File: config.mk
export PLATFORM = sky130hd
export DESIGN_NAME = pwmLed_flat
export DESIGN_NICKNAME = d
export VERILOG_FILES = /design/src/logic/socBusPkg.sv /design/src/logic/periphBus.sv /design/src/logic/pwmLed.sv /design/src/flat_wrapper.sv
export SDC_FILE = /design/constraint.sdc
export NUM_CORES = 1
export LEC_CHECK = 0
export BUFFER_PORTS_ARGS = -buffer_cell sky130_fd_sc_hd__clkbuf_2
export CAP_MARGIN = 30
export CORE_MARGIN = 5
export CORE_UTILIZATION = 35
export CTS_CLUSTER_SIZE = 25
export DETAILED_ROUTE_END_ITERATION = 16
export HOLD_SLACK_MARGIN = 0.12
export PLACE_DENSITY_LB_ADDON = 0.05
export SLEW_MARGIN = 0
export SYNTH_ARGS = -nofsm -noshare
export SYNTH_HDL_FRONTEND = slang
export SYNTH_SLANG_ARGS = --single-unit
export TNS_END_PERCENT = 100
File: constraint.sdc
create_clock -name CLK -period 2.5 [get_ports CLK]
set_clock_uncertainty 0.05 [all_clocks]
set_input_delay 0.25 -clock CLK [delete_from_list [all_inputs] [get_ports CLK]]
set_output_delay 0.25 -clock CLK [all_outputs]
set_load 0.03 [all_outputs]
File: src/logic/socBusPkg.sv
// Shared definitions for the peripheral subsystem
// widths, memory sizes, peripheral timing and the enums
// used by the controller decoder and the UART transmitter

package socBusPkg;

	localparam int dataBits = 16; // bus and memory word width
	localparam int addrBits = 16; // wishbone address width
	localparam int regAddrBits = 8; // low address byte into a peripheral
	localparam int memAddrBits = 12; // rom and ram index, address bits 11:0

	localparam int romWords = 4096;
	localparam int ramWords = 4096;

	localparam int baudDivider = 8; // clocks per uart bit
	localparam int baudCntBits = $clog2(baudDivider);

	localparam int pwmBits = 8; // counter and duty width

	typedef enum logic [2:0] {
		romRegion,
		uartRegion,
		gpioRegion,
		pwmRegion,
		ramRegion,
		noRegion
	} regionT;

	typedef enum logic [1:0] {
		idleState,
		startState,
		dataState,
		stopState
	} uartStateT;

endpackage
File: src/logic/periphBus.sv
// Register bus from the memory controller to one peripheral
// single-cycle write strobe, combinational read data back

`timescale 1ns/1ns

interface periphBus import socBusPkg::*; ();

	logic [regAddrBits-1:0] regAddr; // low byte of the bus address
	logic [dataBits-1:0] wrData;
	logic wrEn; // one clock wide
	logic [dataBits-1:0] rdData; // driven from peripheral registers

	modport ctrl (
		output regAddr, wrData, wrEn,
		input rdData
	);

	modport dev (
		input regAddr, wrData, wrEn,
		output rdData
	);

endinterface

File: src/logic/pwmLed.sv
// Three-channel LED PWM
// registers 0 to 2 hold the duty of each LED. One free-running
// counter is shared, a channel is on while counter < duty.

`timescale 1ns/1ns

module pwmLed import socBusPkg::*; (
	input logic CLK,
	input logic RSTb,
	periphBus.dev regs,
	output logic [2:0] led
);

	logic [pwmBits-1:0] counter; // wraps every 256 clocks
	logic [pwmBits-1:0] duty [3];

	always_ff @(posedge CLK) begin
		if (!RSTb) begin
			counter <= '0;
			led <= '0;
			for (int i = 0; i < 3; i++)
				duty[i] <= '0;
		end else begin
			counter <= counter + 1'b1;
			for (int i = 0; i < 3; i++) begin
				led[i] <= (counter < duty[i]); // registered compare
				if (regs.wrEn && regs.regAddr == 8'(i))
					duty[i] <= regs.wrData[pwmBits-1:0];
			end
		end
	end

	always_comb begin
		case (regs.regAddr)
			8'h00: regs.rdData = {8'h00, duty[0]};
			8'h01: regs.rdData = {8'h00, duty[1]};
			8'h02: regs.rdData = {8'h00, duty[2]};
			default: regs.rdData = '0;
		endcase
	end

	for (genvar ch = 0; ch < 3; ch++) begin : gDutyCheck
		zeroDutyOff: assert property (@(posedge CLK) disable iff (!RSTb)
			(duty[ch] == '0) |=> !led[ch]);
	end

endmodule

File: src/flat_wrapper.sv
// flat-port wrapper written by rule: the top's interface ports become plain ports
module pwmLed_flat import socBusPkg::*;
  (CLK, RSTb, led, regs_regAddr, regs_wrData, regs_wrEn, regs_rdData);
  periphBus regs_i ();
  input logic CLK;
  input logic RSTb;
  output logic [2:0] led;
  input wire logic [$bits(regs_i.regAddr)-1:0] regs_regAddr;
  input wire logic [$bits(regs_i.wrData)-1:0] regs_wrData;
  input wire logic [$bits(regs_i.wrEn)-1:0] regs_wrEn;
  output wire logic [$bits(regs_i.rdData)-1:0] regs_rdData;
  assign regs_i.regAddr = regs_regAddr;
  assign regs_i.wrData = regs_wrData;
  assign regs_i.wrEn = regs_wrEn;
  assign regs_rdData = regs_i.rdData;
  pwmLed u_core (.CLK(CLK), .RSTb(RSTb), .regs(regs_i), .led(led));
endmodule
Word level (Yosys, flattened, before mapping)
Memories as Yosys holds them, arrays and structs flattened.
Index checks and enable logic that the tools add are counted.
{"block": "totals", "ff_bits": 11, "ramBits": 24, "input_bits": 27, "out_inout_bits": 19, "elab_cells": 30, "n_memories": 1}
{"block": "op_classes", "n_addsub": 1, "n_lt_le_gt_ge": 3, "eq_ne": 2, "mux": 14, "bitwise": 3, "n_reduce_logical": 4}
{"memory": "u_core.duty", "words": 3, "width": 8, "read_ports": 3, "rd_clocked_by_memory_dff": 0, "write_ports": 3, "line_no": "pwmLed.sv:15", "rtl": "logic [pwmBits-1:0] duty [3];"}
{"cell": "$lt A8 B8 Y1", "n": 3}
{"cell": "$mux W8", "n": 3}
{"cell": "$pmux W8 S3", "n": 1}
{"cell": "$mux W1", "n": 10}
{"cell": "$add A8 B1 Y8 const B", "n": 1}
{"cell": "$eq A8 B1 Y1 const B", "n": 1}
{"cell": "$eq A8 B2 Y1 const B", "n": 1}
{"cell": "$logic_not A8 Y1", "n": 1}
{"cell": "$logic_and A1 B1 Y1", "n": 3}
{"cell": "$or A1 B1 Y1", "n": 3}

Logic depth before layout (Yosys ltp)
Gate-level depths: netlist of the first run.
{"block": "depth", "depth_word": 6, "mapped_depth": 5, "mapped_depth_nobuf": 5}

Worst setup path before layout of the first run
No wires, ideal clock.
{"block": "synth_path", "path_type": "input port to flip-flop", "startpoint": "input regs_regAddr[3]", "endpoint": "memory u_core.duty[0][0] (enable)", "setup_time_ps": 387, "arrival_time_ps": 1477, "t_required_ps": 2063, "path_slack_ps": 587, "stages": 3, "path_buffers": 0, "path_cell_list": "nor4_1 -> nand3_1 -> o31ai_1"}
{"element": "start: declaration", "line_no": "flat_wrapper.sv:8", "rtl": "input wire logic [$bits(regs_i.regAddr)-1:0] regs_regAddr;"}
{"element": "end: declaration", "line_no": "pwmLed.sv:15"}

Final worst setup path of the first run
{"block": "layout_path", "startpoint": "input regs_regAddr[3]", "endpoint": "output regs_rdData[4]"}
{"block": "layout_via", "elab_chain_cells": 2, "elab_cells_between_ends": 4, "cone_classes": "eq/ne: 2; mux: 1; reduce/logical: 1"}
{"element": "$eq A8 B2 Y1, or another cell as far along", "line_no": "pwmLed.sv:34", "rtl": "case (regs.regAddr)"}
{"element": "$pmux W8 S3 (*)", "line_no": "pwmLed.sv:34"}
{"element": "end: declaration", "line_no": "flat_wrapper.sv:11", "rtl": "output wire logic [$bits(regs_i.rdData)-1:0] regs_rdData;"}
Every way passes the cells marked *; elsewhere a longest branch is shown, timed or not.

==> results.md, run 1 <==
Detailed routing:
- The routed design has 4360 um of wire.
- Dividing the detail-routed via count by the number of cells gives 4.82.
- The detailed router finished its first iteration with 50 violations.
- The final routed DRC violation total is 0.
- The count of nets left with antenna violations once routing finished came out at 0.
- The first TritonRoute pass finished after 4 iterations.
- The average wire per cell in the routed design is 14.9 um.
- The total number of vias is 1413.

Floorplan:
- The effective utilization at floorplan is 0.360.
- From left edge to right edge, the die measures 85.3 um.
- The height of the chip is 85.3 um.
- After floorplanning, the core was sized to cover 0.00551 sq mm.
- The I/O pin count is 46.
- The floorplan has 27 rows.
- The die covers 0.00727 sq mm.

CTS:
- The clock-pin slew reported for the worst setup and hold paths after clock tree synthesis is 0.07 ns.
- The root buffer cell is clkbuf_8.
- The clock net sink count is 35.
- Gates resized during post-CTS repair numbered 0.
- Counting along the longest clock path gives a buffer depth of 2.
- For this design, the CTS-stage hold fixing added 0 buffers.
- The post-CTS repair timing setup buffer count is 0.
- The clock tree from TritonCTS is built.
- Clock latency on the worst-skew pair, taken at its later pin, is 0.28 ns.
- The clock tree synthesis step divided the H-tree into 2 levels.
- The total clock buffers created by CTS is 5.

STA:
- The peak clock frequency supported by timing is 0.552 GHz.
- The final number of hold-violating endpoints is 0.
- Subtracting the final worst setup slack from the clock period gives 1.81 ns.
- The final critical-path share of the clock period is 0.724.
- The count of pins over their slew limit is 0.
- Setup repair after global routing left no endpoint under its margin.
- The total setup violations reported at the end of the flow is 0.
- The minimum hold slack is 0.243 ns.
- For the final routed database, the setup TNS stands at 0 ns.
- The worst setup slack after layout is 0.689 ns.

Final layout:
- The area growth from synthesis to layout is 16.3%.
- The final instance count without filler cells is 293.
- The number of antenna diodes in the final layout is 0.
- The layout cell share with drive strength beyond 1 is 0.199.
- The net count of the finished layout is 269.

Worst setup path:
- The number of buffers and inverters on the critical path is 2.
- The kind of cell with the highest combined delay along the critical path is simple AND/OR/NAND/NOR gates.
- The critical path data required time is 2.20 ns.
- The launching element type of the critical path is an input port.
- Among all stages on the critical path, the largest delay is contributed by nor4_1.
- The highest cell delay on the worst timing path is 0.43 ns.
- The signal on the critical path passes through clkbuf_2 -> nor4_1 -> nand2_1 -> nor2_1 -> clkbuf_2.
- The most common cell type on the critical path is clkbuf_2.
- The data arrival time of the worst path is 1.51 ns.
- The worst setup path is captured at an output pin.
- The critical path is of the in2out type.
- The worst-path maximum fanout is 8.

Pwr:
- In this run the power density over the cells is 528 mW/mm^2.
- The maximum vdd drop is 0.302 mV.
- The completed layout was analyzed and its total power is 1.22 mW.
- Of the total power, registers draw 0.548.
- The share of total power dissipated in combinational logic is 0.119.
- The net switching component of the power is 0.319 mW.
- In this run the static leakage power is 1.04 nW.
- The share of total power dissipated in the clock network is 0.334.
- The design internal power is 0.899 mW.
- The switching share of total power is 0.262.

Yosys:
- The post-synthesis compound-gate area fraction came to 0.132.
- Of the total synthesized cell area, the portion taken by full adders, half adders and majority gates is 0.139.
- The synthesized netlist occupies a cell area of 0.00198 sq mm.
- The register area share after synthesis is 0.474.
- The proportion of synthesized area in mux cells is 0.0404.
- Of the total synthesized cell area, the portion taken by XOR and XNOR cells is 0.0132.
- After technology mapping, the gate count stands at 182.
- The combinational family with the most area after synthesis is adder cells.
- The count of cell types in the netlist is 34.
- In this run the mean area of a mapped cell was 10.9 sq um.
- The number of warnings issued by yosys is 0.
- The simple-gate portion of the synthesized area is 0.119.
- Synthesis inferred 35 register bits.

GRT:
- Entering global routing, the biggest net connects 13 pins.
- The final global-route overflow total is 0.
- The via count of the first global-routing pass was 1510.
- The initial antenna violation count was 0.
- For this run, the total global-route usage over all layers was measured as 0.128.
- The first-pass GRT wire length is 7340 um.

Place:
- The wire-length estimate of the detail-placed layout is 3580 um.
- The setup slack at placement is 0.637 ns.
- Port buffering added 29 buffers.
- At the end of routability-driven placement, the weighted congestion stood at 0.760.
- The post-placement cell count is 285.

Flow run:
- Across the run, the number of max-cap violations was 0.

Outcome:
- The run finished with clean final reports.

Worst hold path:
- The class of the tightest hold or removal check is in2reg.
## layout make-up
type                    count  area, sq um
clock buffers               5         68.8
clock inverters             3         20.0
fillers                   553         3200
inverters                  23         86.3
multi-input cells         120          910
flip-flops and latches     35          941
well taps                  72         90.1
repair buffers             35          190
## placed cells by master, fill, tap and decap left out, types with 2 or more instances in the layout
cell type,Yosys,layout
clkbuf_2,0,29
edfxtp_1,24,24
inv_1,22,22
ha_1,22,22
nor2_1,13,13
dfxtp_1,11,11
and2_1,9,9
mux2i_1,8,8
a2bb2oi_1,8,8
conb_1,1,8
o21ai_0,7,7
a21oi_1,6,6
buf_4,8,6
clkbuf_8,0,5
nand2_1,4,4
nor2b_1,4,4
nand3_1,3,3
o2111a_1,3,3
o211ai_1,3,3
nor3b_1,3,3
a211oi_1,3,3
a2111oi_0,3,3
o31ai_1,2,2
clkinv_1,1,2
xor2_1,2,2
## final timing paths
kind                           startpoint  slack (ns)  cells past startpoint                           end
min reg2reg  u_core.counter[0]$_SDFF_PN0_        0.49                      1  u_core.counter[0]$_SDFF_PN0_
min                                  RSTb        0.24                      2  u_core.counter[1]$_SDFF_PN0_
max                       regs_regAddr[3]        0.69                      5                regs_rdData[4]
max reg2reg  u_core.counter[3]$_SDFF_PN0_        0.77                      4      u_core.led[1]$_SDFF_PN0_
## power groups by stage
stage / combinational, mW / sequential [mW] / clock [mW]
global route: 0.164 / 0.672 / 0.438
CTS: 0.147 / 0.668 / 0.416
global placement: 0.142 / 0.681 / 0
detailed placement: 0.146 / 0.682 / 0
finish: 0.145 / 0.668 / 0.406
floorplan: 0.103 / 0.678 / 0
## synth_stat cells (all sizes together)
master	number	area share
nand3	4	0.013
o2111a	3	0.017
o211ai	3	0.011
a2bb2oi	8	0.035
nand2	4	0.0076
dfxtp	11	0.11
clkinv	1	0.0019
nor2	13	0.025
or4	1	0.0038
mux2i	8	0.040
xnor2	1	0.0044
o21ai	7	0.018
a21oi	6	0.015
and4	1	0.0044
a2111oi	3	0.013
nor2b	4	0.013
or3	2	0.0069
clkbuf	2	0.0038
o31ai	2	0.0076
and2	9	0.028
inv	22	0.042
conb	1	0.0019
a211oi	3	0.011
ha	22	0.14
nor4	1	0.0032
edfxtp	24	0.36
xor2	2	0.0088
buf	9	0.033
nor3b	3	0.011
a21boi	1	0.0038
nand2b	1	0.0032
## layer usage
layer	track usage	share of wire	wire length [um]
met2	0.207	0.46	2000
met4	0.0417	0.021	93
met1	0.165	0.47	2050
met5	0	0	0
met3	0.0340	0.050	217
## kinds of logic (layout without fill, tap and decap cells)
logic type | count (synthesis) | in the layout
buffers and inverters | 34 | 66
muxes | 8 | 8
xor gates and xnor gates | 3 | 3
and+or+nand+nor | 43 | 43
adders and majority gates | 22 | 22
DFF | 35 | 35
other | 1 | 8
AOI/OAI and AO/OA | 36 | 36
## metrics by stage
stage | instance area [sq um] | util
after floorplan | 2010 | -
after global placement | 2220 | 0.403
after detailed placement | 2220 | 0.403
after CTS | 2310 | 0.419
after global routing | 2310 | 0.419
final | 2310 | 0.419
## registers in the layout (all words and copies together), names as in the netlist
signal,count
u_core.duty,24
u_core.counter,8
u_core.led,3
(Power assumes the default switching activity.)
==> inputs of run 2 (changes only) <==
==> constraint.sdc (replaced) <==
create_clock -name CLK -period 1.8 [get_ports CLK]
set_clock_uncertainty 0.05 [all_clocks]
set_input_delay 0.18 -clock CLK [delete_from_list [all_inputs] [get_ports CLK]]
set_output_delay 0.18 -clock CLK [all_outputs]
set_load 0.03 [all_outputs]
==> run 2 against run 1 <==
  * Design area increased by 3.3%
  * Core utilization rose by 1.4 points
  * Worst hold slack got worse by 0.071 ns
  * Sequential share of layout area down 1.3 points
  * Clock power is 76% higher
  * Register-to-register slack worse by 0.63 ns
  * Via count up 2.6%
  * Critical path depth decreased by 1
  * Total power is 52% higher
==> results.md, run 2 (synthesis results as in run 1) <==
Outcome:
- Status: finished, final reports clean (unchanged).

Detailed routing:
- The total number of vias is 1450 (was 1413).
- The violation count after the first detailed-route iteration is 57 (was 50).
- The length of the first detailed-routing pass in iterations came to 4 (unchanged).
- The number of routed nets with antenna violations is 0 (unchanged).
- The average wire per cell in the routed design is 15.6 um (was 14.9 um).
- The via density per instance was 4.87 (was 4.82).
- The final routed DRC violation total is 0 (unchanged).
- The overall routed net length is 4660 um (was 4360 um).

Worst setup path:
- The highest cell delay on the worst timing path is 0.42 ns (was 0.43 ns).
- The data arrival time of the worst path is 1.78 ns (was 1.51 ns).
- The worst-path maximum fanout was 4 (was 8).
- The cell type of the slowest stage on the worst timing path is dfxtp_1 (was nor4_1).
- Series of cell instances along the critical path: ha_1 -> a211oi_1 -> o21ai_0 -> a2111oi_1 (was clkbuf_2 -> nor4_1 -> nand2_1 -> nor2_1 -> clkbuf_2).
- The endpoint type of the worst setup path was a register (was output pin).
- The critical path data required time is 1.92 ns (was 2.20 ns).
- The launching element type of the critical path is a register (was input port).
- The critical path class is reg2reg (was in2out).
- The cell count of the worst reg-to-reg path is 4 (unchanged).

Floorplan:
- The number of standard-cell rows in the floorplan is 27 (unchanged).
- The full die area is 0.00727 sq mm (unchanged).
- The standard cell core area is 0.00551 sq mm (unchanged).
- The die boundary width is 85.3 um (unchanged).
- The I/O pin count is 46 (unchanged).
- The effective utilization at floorplan was 0.360 (unchanged).
- The height of the chip is 85.3 um (unchanged).

GRT:
- The pin count of the biggest net entering global routing is 13 (unchanged).
- The initial antenna violation count is 0 (unchanged).
- The total routing resource utilization after global routing is 0.136 (was 0.128).
- The first-pass GRT wire length is 7660 um (was 7340 um).
- The final global-route overflow total is 0 (unchanged).
- The via count of the first global-routing pass is 1580 (was 1510).

Final layout:
- The most common cell after layout, fill and taps aside is clkbuf_2 (unchanged).
- Largest registers: u_core.duty x24, u_core.counter x8, u_core.led x3 (unchanged).
- The post-route cell area is 0.00238 sq mm (was 0.00231 sq mm).
- The register with the most flip-flops is u_core.duty (unchanged).
- The net count of the finished layout is 274 (was 269).
- The flip-flop count of the largest register, all copies and words added is 24 (unchanged).
- The layout cell share with drive strength beyond 1 is 0.230 (was 0.199).
- The total of fill cells in the finished design is 536 (was 553).
- The number of antenna repair diodes is 0 (unchanged).
- The signed area change from the synthesized netlist to the final layout came to 20.1% (was 16.3%).
- Most frequent cells in the layout: 29 x clkbuf_2, 24 x edfxtp_1, 22 x inv_1, 22 x ha_1, 13 x nor2_1 (unchanged).

CTS:
- The clock-pin slew reported for the worst setup and hold paths after clock tree synthesis is 0.08 ns (was 0.07 ns).
- The deepest level of the CTS H-tree came to 2 (unchanged).
- The clock net sink count is 35 (unchanged).
- The clock tree buffer depth is 2 (unchanged).
- The clock tree from TritonCTS is built (unchanged).
- The later-pin clock latency in the skew report is 0.28 ns (about the same).
- The root buffer cell is clkbuf_8 (unchanged).
- The total clock buffers created by CTS is 5 (unchanged).

Worst hold path:
- The class of the tightest hold or removal check is in2reg (unchanged).
- The worst hold path stage count is 2 (unchanged).

STA:
- Dividing the final minimum period by the clock period gives 0.922.
- The total setup violations reported at the end of the flow was 0 (unchanged).
- The count of pins over their slew limit is 0 (unchanged).
- The peak clock frequency supported by timing is 0.603 GHz.
- Unrepaired setup endpoints after global routing: no (unchanged).
- The final number of hold-violating endpoints was 0 (unchanged).
- The minimum period implied by the final worst setup slack is 1.66 ns.

Place:
- The count of port buffers added during placement is 29 (unchanged).
- The estimated wirelength of the detail-placed design is 3810 um (was 3580 um).
- The weighted congestion at the end of routability-driven global placement is 0.785 (was 0.760).
- The post-detailed-placement cell area is 0.00226 sq mm (was 0.00222 sq mm).

Pwr:
- The clock share of power is 0.385 (was 0.334).
- The net switching component of the power is 0.456 mW (was 0.319 mW).
- The design internal power is 1.40 mW (was 0.899 mW).
- The switching share of total power is 0.246 (was 0.262).
- The sequential cell fraction of total power came to 0.497 (was 0.548).
- The final total power is 1.86 mW (was 1.22 mW).
- The leakage power summed over all cells was 1.09 nW (was 1.04 nW).
- The fraction of power consumed by combinational cells came to 0.118 (was 0.119).
- The total power divided by cell area is 780 mW/mm^2 (was 528 mW/mm^2).
- The maximum vdd drop is 0.396 mV (was 0.302 mV).

Flow run:
- The max-cap violation count is 0 (unchanged).
run 2: path summary, 6_finish.rpt:
path	from	end	slack (ns)
worst min register to register	u_core.counter[0]$_SDFF_PN0_	u_core.counter[0]$_SDFF_PN0_	0.50
worst max-delay path	u_core.counter[3]$_SDFF_PN0_	u_core.led[1]$_SDFF_PN0_	0.14
worst min-delay path	regs_wrData[7]	u_core.duty[0][7]$_DFFE_PP_	0.17
worst max register to register	u_core.counter[3]$_SDFF_PN0_	u_core.led[1]$_SDFF_PN0_	0.14
run 2: area by class of cell:
type | count | area [sq um] | share of cell area
Sequential cell | 35 | 941 | 0.395
Timing Repair Buffer | 40 | 228 | 0.0956
Multi-Input combinational cell | 120 | 925 | 0.388
Clock inverter | 3 | 42.5 | 0.0179
Tap cell | 72 | 90.1 | 0.0378
Inverter | 23 | 86.3 | 0.0363
Clock buffer | 5 | 68.8 | 0.0289
run 2: metal layers:
metal | global-route usage | routed length, um
met3 | 0.0388 | 166
met5 | 0 | 0
met2 | 0.230 | 2280
met4 | 0.0504 | 88
met1 | 0.164 | 2130
run 2: power by group through the flow:
stage	Combinational [mW]	Clock, mW	Sequential (mW)
6_report	0.219	0.715	0.923
3_3_place_gp	0.211	0	0.941
3_5_place_dp	0.219	0	0.942
4_1_cts	0.220	0.726	0.924
2_1_floorplan	0.144	0	0.941
5_1_grt	0.244	0.756	0.930
run 2: per-stage QoR:
step,hold slack [ns],worst slack (ns),std cells,utilization,TNS (ns)
after floorplan,0.252,-0.00687,189,-,-0.0550
after global placement,0.460,0.142,290,0.410,0
after detailed placement,0.465,0.0425,290,0.410,0
after CTS,0.166,0.121,298,0.431,0
after global routing,0.177,0.00141,298,0.432,0
final,0.173,0.141,298,0.432,0
run 2: critical path: cells and delay by family (launching register included):
family,cells,cell delay [ns]
AOI/OAI and AO/OA,3,0.79
adders and majority gates,1,0.28
DFF,1,0.42
run 2: what timing repair did:
item / 4_1_cts / 5_1_grt
endpoints found under the setup margin: 0 / 9
buffers inserted: 0 / 0
hold buffers: 0 / 0
endpoints found under the hold margin: 0 / 0
resized for setup: 0 / 3
==> inputs of run 3 (changes only) <==
--- a/config.mk
+++ b/config.mk
@@ -7,8 +7,10 @@
 export LEC_CHECK = 0
 export BUFFER_PORTS_ARGS = -buffer_cell sky130_fd_sc_hd__clkbuf_2
 export CAP_MARGIN = 30
+export CELL_PAD_IN_SITES_DETAIL_PLACEMENT = 2
+export CELL_PAD_IN_SITES_GLOBAL_PLACEMENT = 2
 export CORE_MARGIN = 5
-export CORE_UTILIZATION = 35
+export CORE_UTILIZATION = 34
 export CTS_CLUSTER_SIZE = 25
 export DETAILED_ROUTE_END_ITERATION = 16
 export HOLD_SLACK_MARGIN = 0.12
==> run 3 against run 2 <==
  * Sequential share of layout area shrank 0.95 points
  * Largest power group unchanged
  * Final cell count grew 1.0%
  * Flip-flop and latch count is the same
  * Setup slack gained 0.0048 ns
  * Wire length grew 14%
  * Worst hold slack lost 0.0091 ns
  * Critical path type unchanged
  * Sequential power is essentially flat
==> results.md, run 3 (synthesis results as in run 1) <==
STA:
- The minimum period implied by the final worst setup slack is 1.65 ns (was 1.66 ns).
- The count of pins over their slew limit is 0 (unchanged).
- The total setup violations reported at the end of the flow is 0 (unchanged).
- The final critical-path share of the clock period is 0.919 (was 0.922).
- At the pin with the least slew margin, the transition time is 0.497 ns.
- The worst-case headroom to the max-slew limit is 0.666.
- The worst setup slack after layout is 0.145 ns (was 0.141 ns).
- The minimum hold slack was 0.164 ns (was 0.173 ns).
- The final number of hold-violating endpoints is 0 (unchanged).
- The peak clock frequency supported by timing is 0.604 GHz (was 0.603 GHz).

Place:
- The count of port buffers added during placement is 29 (unchanged).
- The post-detailed-placement cell area is 0.00228 sq mm (was 0.00226 sq mm).
- The estimated wirelength of the detail-placed design is 4350 um (was 3810 um).
- The weighted congestion at the end of routability-driven global placement is 0.722 (was 0.785).
- The setup slack at placement was 0.00759 ns (was 0.0425 ns).

Floorplan:
- The height of the chip is 86.4 um (was 85.3 um).
- The standard cell core area is 0.00557 sq mm (was 0.00551 sq mm).
- The die boundary width is 86.4 um (was 85.3 um).
- The full die area is 0.00746 sq mm (was 0.00727 sq mm).
- The I/O pin count is 46 (unchanged).
- The effective utilization at floorplan was 0.356 (was 0.360).
- The number of standard-cell rows in the floorplan is 27 (unchanged).

CTS:
- The deepest level of the CTS H-tree is 2 (unchanged).
- The total clock buffers created by CTS is 5 (unchanged).
- The clock net sink count was 35 (unchanged).
- The clock tree buffer depth was 2 (unchanged).
- The number of buffers inserted for hold repair after clock tree synthesis is 0 (unchanged).
- The clock tree from TritonCTS is built (unchanged).
- The clock-pin slew reported for the worst setup and hold paths after clock tree synthesis is 0.07 ns (was 0.08 ns).
- The root buffer cell is clkbuf_8 (unchanged).
- The later-pin clock latency in the skew report is 0.30 ns (was 0.28 ns).

Worst setup path:
- The data arrival time of the worst path was 1.79 ns (was 1.78 ns).
- The capture instance of the worst register-to-register path is u_core.led[1]$_SDFF_PN0_ (unchanged).
- The critical path data required time is 1.94 ns (was 1.92 ns).
- The worst-path maximum fanout was 2 (was 4).
- The endpoint type of the worst setup path is a register (unchanged).
- The slack of the worst reg-to-reg path came to 0.15 ns (was 0.14 ns).
- The launching element type of the critical path is a register (unchanged).
- The critical path class is reg2reg (unchanged).
- The cell count of the worst reg-to-reg path came to 5 (was 4).
- The reg-to-reg startpoint is u_core.duty[0][11]$_DFFE_PP_ (was u_core.counter[3]$_SDFF_PN0_).

Detailed routing:
- The average wire per cell in the routed design is 17.6 um (was 15.6 um).
- The final routed DRC violation total is 0 (unchanged).
- The overall routed net length was 5310 um (was 4660 um).
- The total number of vias is 1511 (was 1450).
- The violation count after the first detailed-route iteration is 31 (was 57).
- The number of routed nets with antenna violations came to 0 (unchanged).
- The length of the first detailed-routing pass in iterations is 4 (unchanged).
- The via density per instance came to 5.02 (was 4.87).

Flow run:
- The max-cap violation count was 0 (unchanged).

Pwr:
- The final total power is 2.01 mW (was 1.86 mW).
- The total power divided by cell area is 825 mW/mm^2 (was 780 mW/mm^2).
- The leakage power summed over all cells is 1.11 nW (was 1.09 nW).
- The maximum vdd drop came to 0.463 mV (was 0.396 mV).

Worst hold path:
- The class of the tightest hold or removal check is in2reg (unchanged).
- The startpoint of the worst hold path is regs_wrData[7] (unchanged).
- The worst hold path stage count is 2 (unchanged).
- The capture endpoint of the worst hold path is u_core.duty[0][15]$_DFFE_PP_ (was u_core.duty[0][7]$_DFFE_PP_).

Final layout:
- Largest registers: u_core.duty x24, u_core.counter x8, u_core.led x3 (unchanged).
- The most common cell after layout, fill and taps aside was clkbuf_2 (unchanged).
- The flip-flop count of the largest register, all copies and words added is 24 (unchanged).
- The total of fill cells in the finished design is 631 (was 536).
- The number of antenna repair diodes came to 0 (unchanged).
- The layout cell share with drive strength beyond 1 came to 0.253 (was 0.230).
- The register with the most flip-flops is u_core.duty (unchanged).
- The post-route cell area was 0.00244 sq mm (was 0.00238 sq mm).
- The signed area change from the synthesized netlist to the final layout is 23.0% (was 20.1%).
- Most frequent cells in the layout: 29 x clkbuf_2, 24 x edfxtp_1, 22 x inv_1, 22 x ha_1, 14 x buf_4 (was 29 x clkbuf_2, 24 x edfxtp_1, 22 x inv_1, 22 x ha_1, 13 x nor2_1).
- The net count of the finished layout is 277 (was 274).
- The final core utilization is 0.438 (was 0.432).

GRT:
- The via count of the first global-routing pass is 1802 (was 1580).
- The first-pass GRT wire length is 9010 um (was 7660 um).
- The initial antenna violation count is 0 (unchanged).
- The total routing resource utilization after global routing was 0.158 (was 0.136).
- The final global-route overflow total is 0 (unchanged).
- The pin count of the biggest net entering global routing is 13 (unchanged).

Outcome:
- Status: finished, final reports clean (unchanged).
[run 3: cell count changes in the layout (fill, tap and decap cells not counted), sizes merged]
cell and delta:
clkinv -1, bufinv +1, clkinvlp +1, buf +3, inv -1
[run 3: worst max path at each step]
stage	start	end	cells after the start
floorplan	regs_regAddr[3]	u_core.duty[0][10]$_DFFE_PP_	3
global placement	regs_regAddr[3]	u_core.duty[0][13]$_DFFE_PP_	5
detailed placement	regs_regAddr[3]	u_core.duty[0][15]$_DFFE_PP_	5
CTS	u_core.duty[0][3]$_DFFE_PP_	u_core.led[0]$_SDFF_PN0_	5
global route	u_core.duty[0][11]$_DFFE_PP_	u_core.led[1]$_SDFF_PN0_	5
finish	u_core.duty[0][11]$_DFFE_PP_	u_core.led[1]$_SDFF_PN0_	5
[run 3: power by group]
group	total (mW)	switching (mW)	leakage, nW	internal [mW]
clock network	0.853	0.301	0.0644	0.552
logic	0.237	0.138	0.732	0.0996
registers	0.923	0.0271	0.318	0.895
[run 3: metrics by stage]
stage / setup TNS [ns] / instances
after floorplan: -0.0550 / 189
after global placement: 0 / 293
after detailed placement: 0 / 293
after CTS: 0 / 301
after global routing: -0.00157 / 301
final: 0 / 301
[run 3: repair_timing]
| action | CTS | global route |
|---|---|---|
| gates resized for setup | 0 | 9 |
| setup endpoints to repair | 0 | 11 |
| buffers inserted | 0 | 0 |
[run 3: routing by layer]
metal | up-vias | GRT usage | share of wire
met3 | 10 | 0.0456 | 0.036
met2 | 27 | 0.284 | 0.52
met5 | - | 0 | 0
li1 | 732 | - | -
met1 | 742 | 0.183 | 0.43
met4 | 0 | 0.0439 | 0.015
[run 3: critical path, cell delays in order, from the launching register on]
cell and delay [ns]:
edfxtp_1 0.39, inv_1 0.09, ha_1 0.24, a211oi_1 0.22
o21ai_0 0.16, a2111oi_2 0.39
[run 3: final cells by class]
cell class | count | area, sq um | area share
tap | 72 | 90.1 | 0.0369
clock buffer | 5 | 68.8 | 0.0282
sequential | 35 | 941 | 0.386
multi-input combinational | 120 | 936 | 0.384
clock inverter | 3 | 67.6 | 0.0277
timing repair buffer | 43 | 250 | 0.103
inverter | 23 | 86.3 | 0.0354
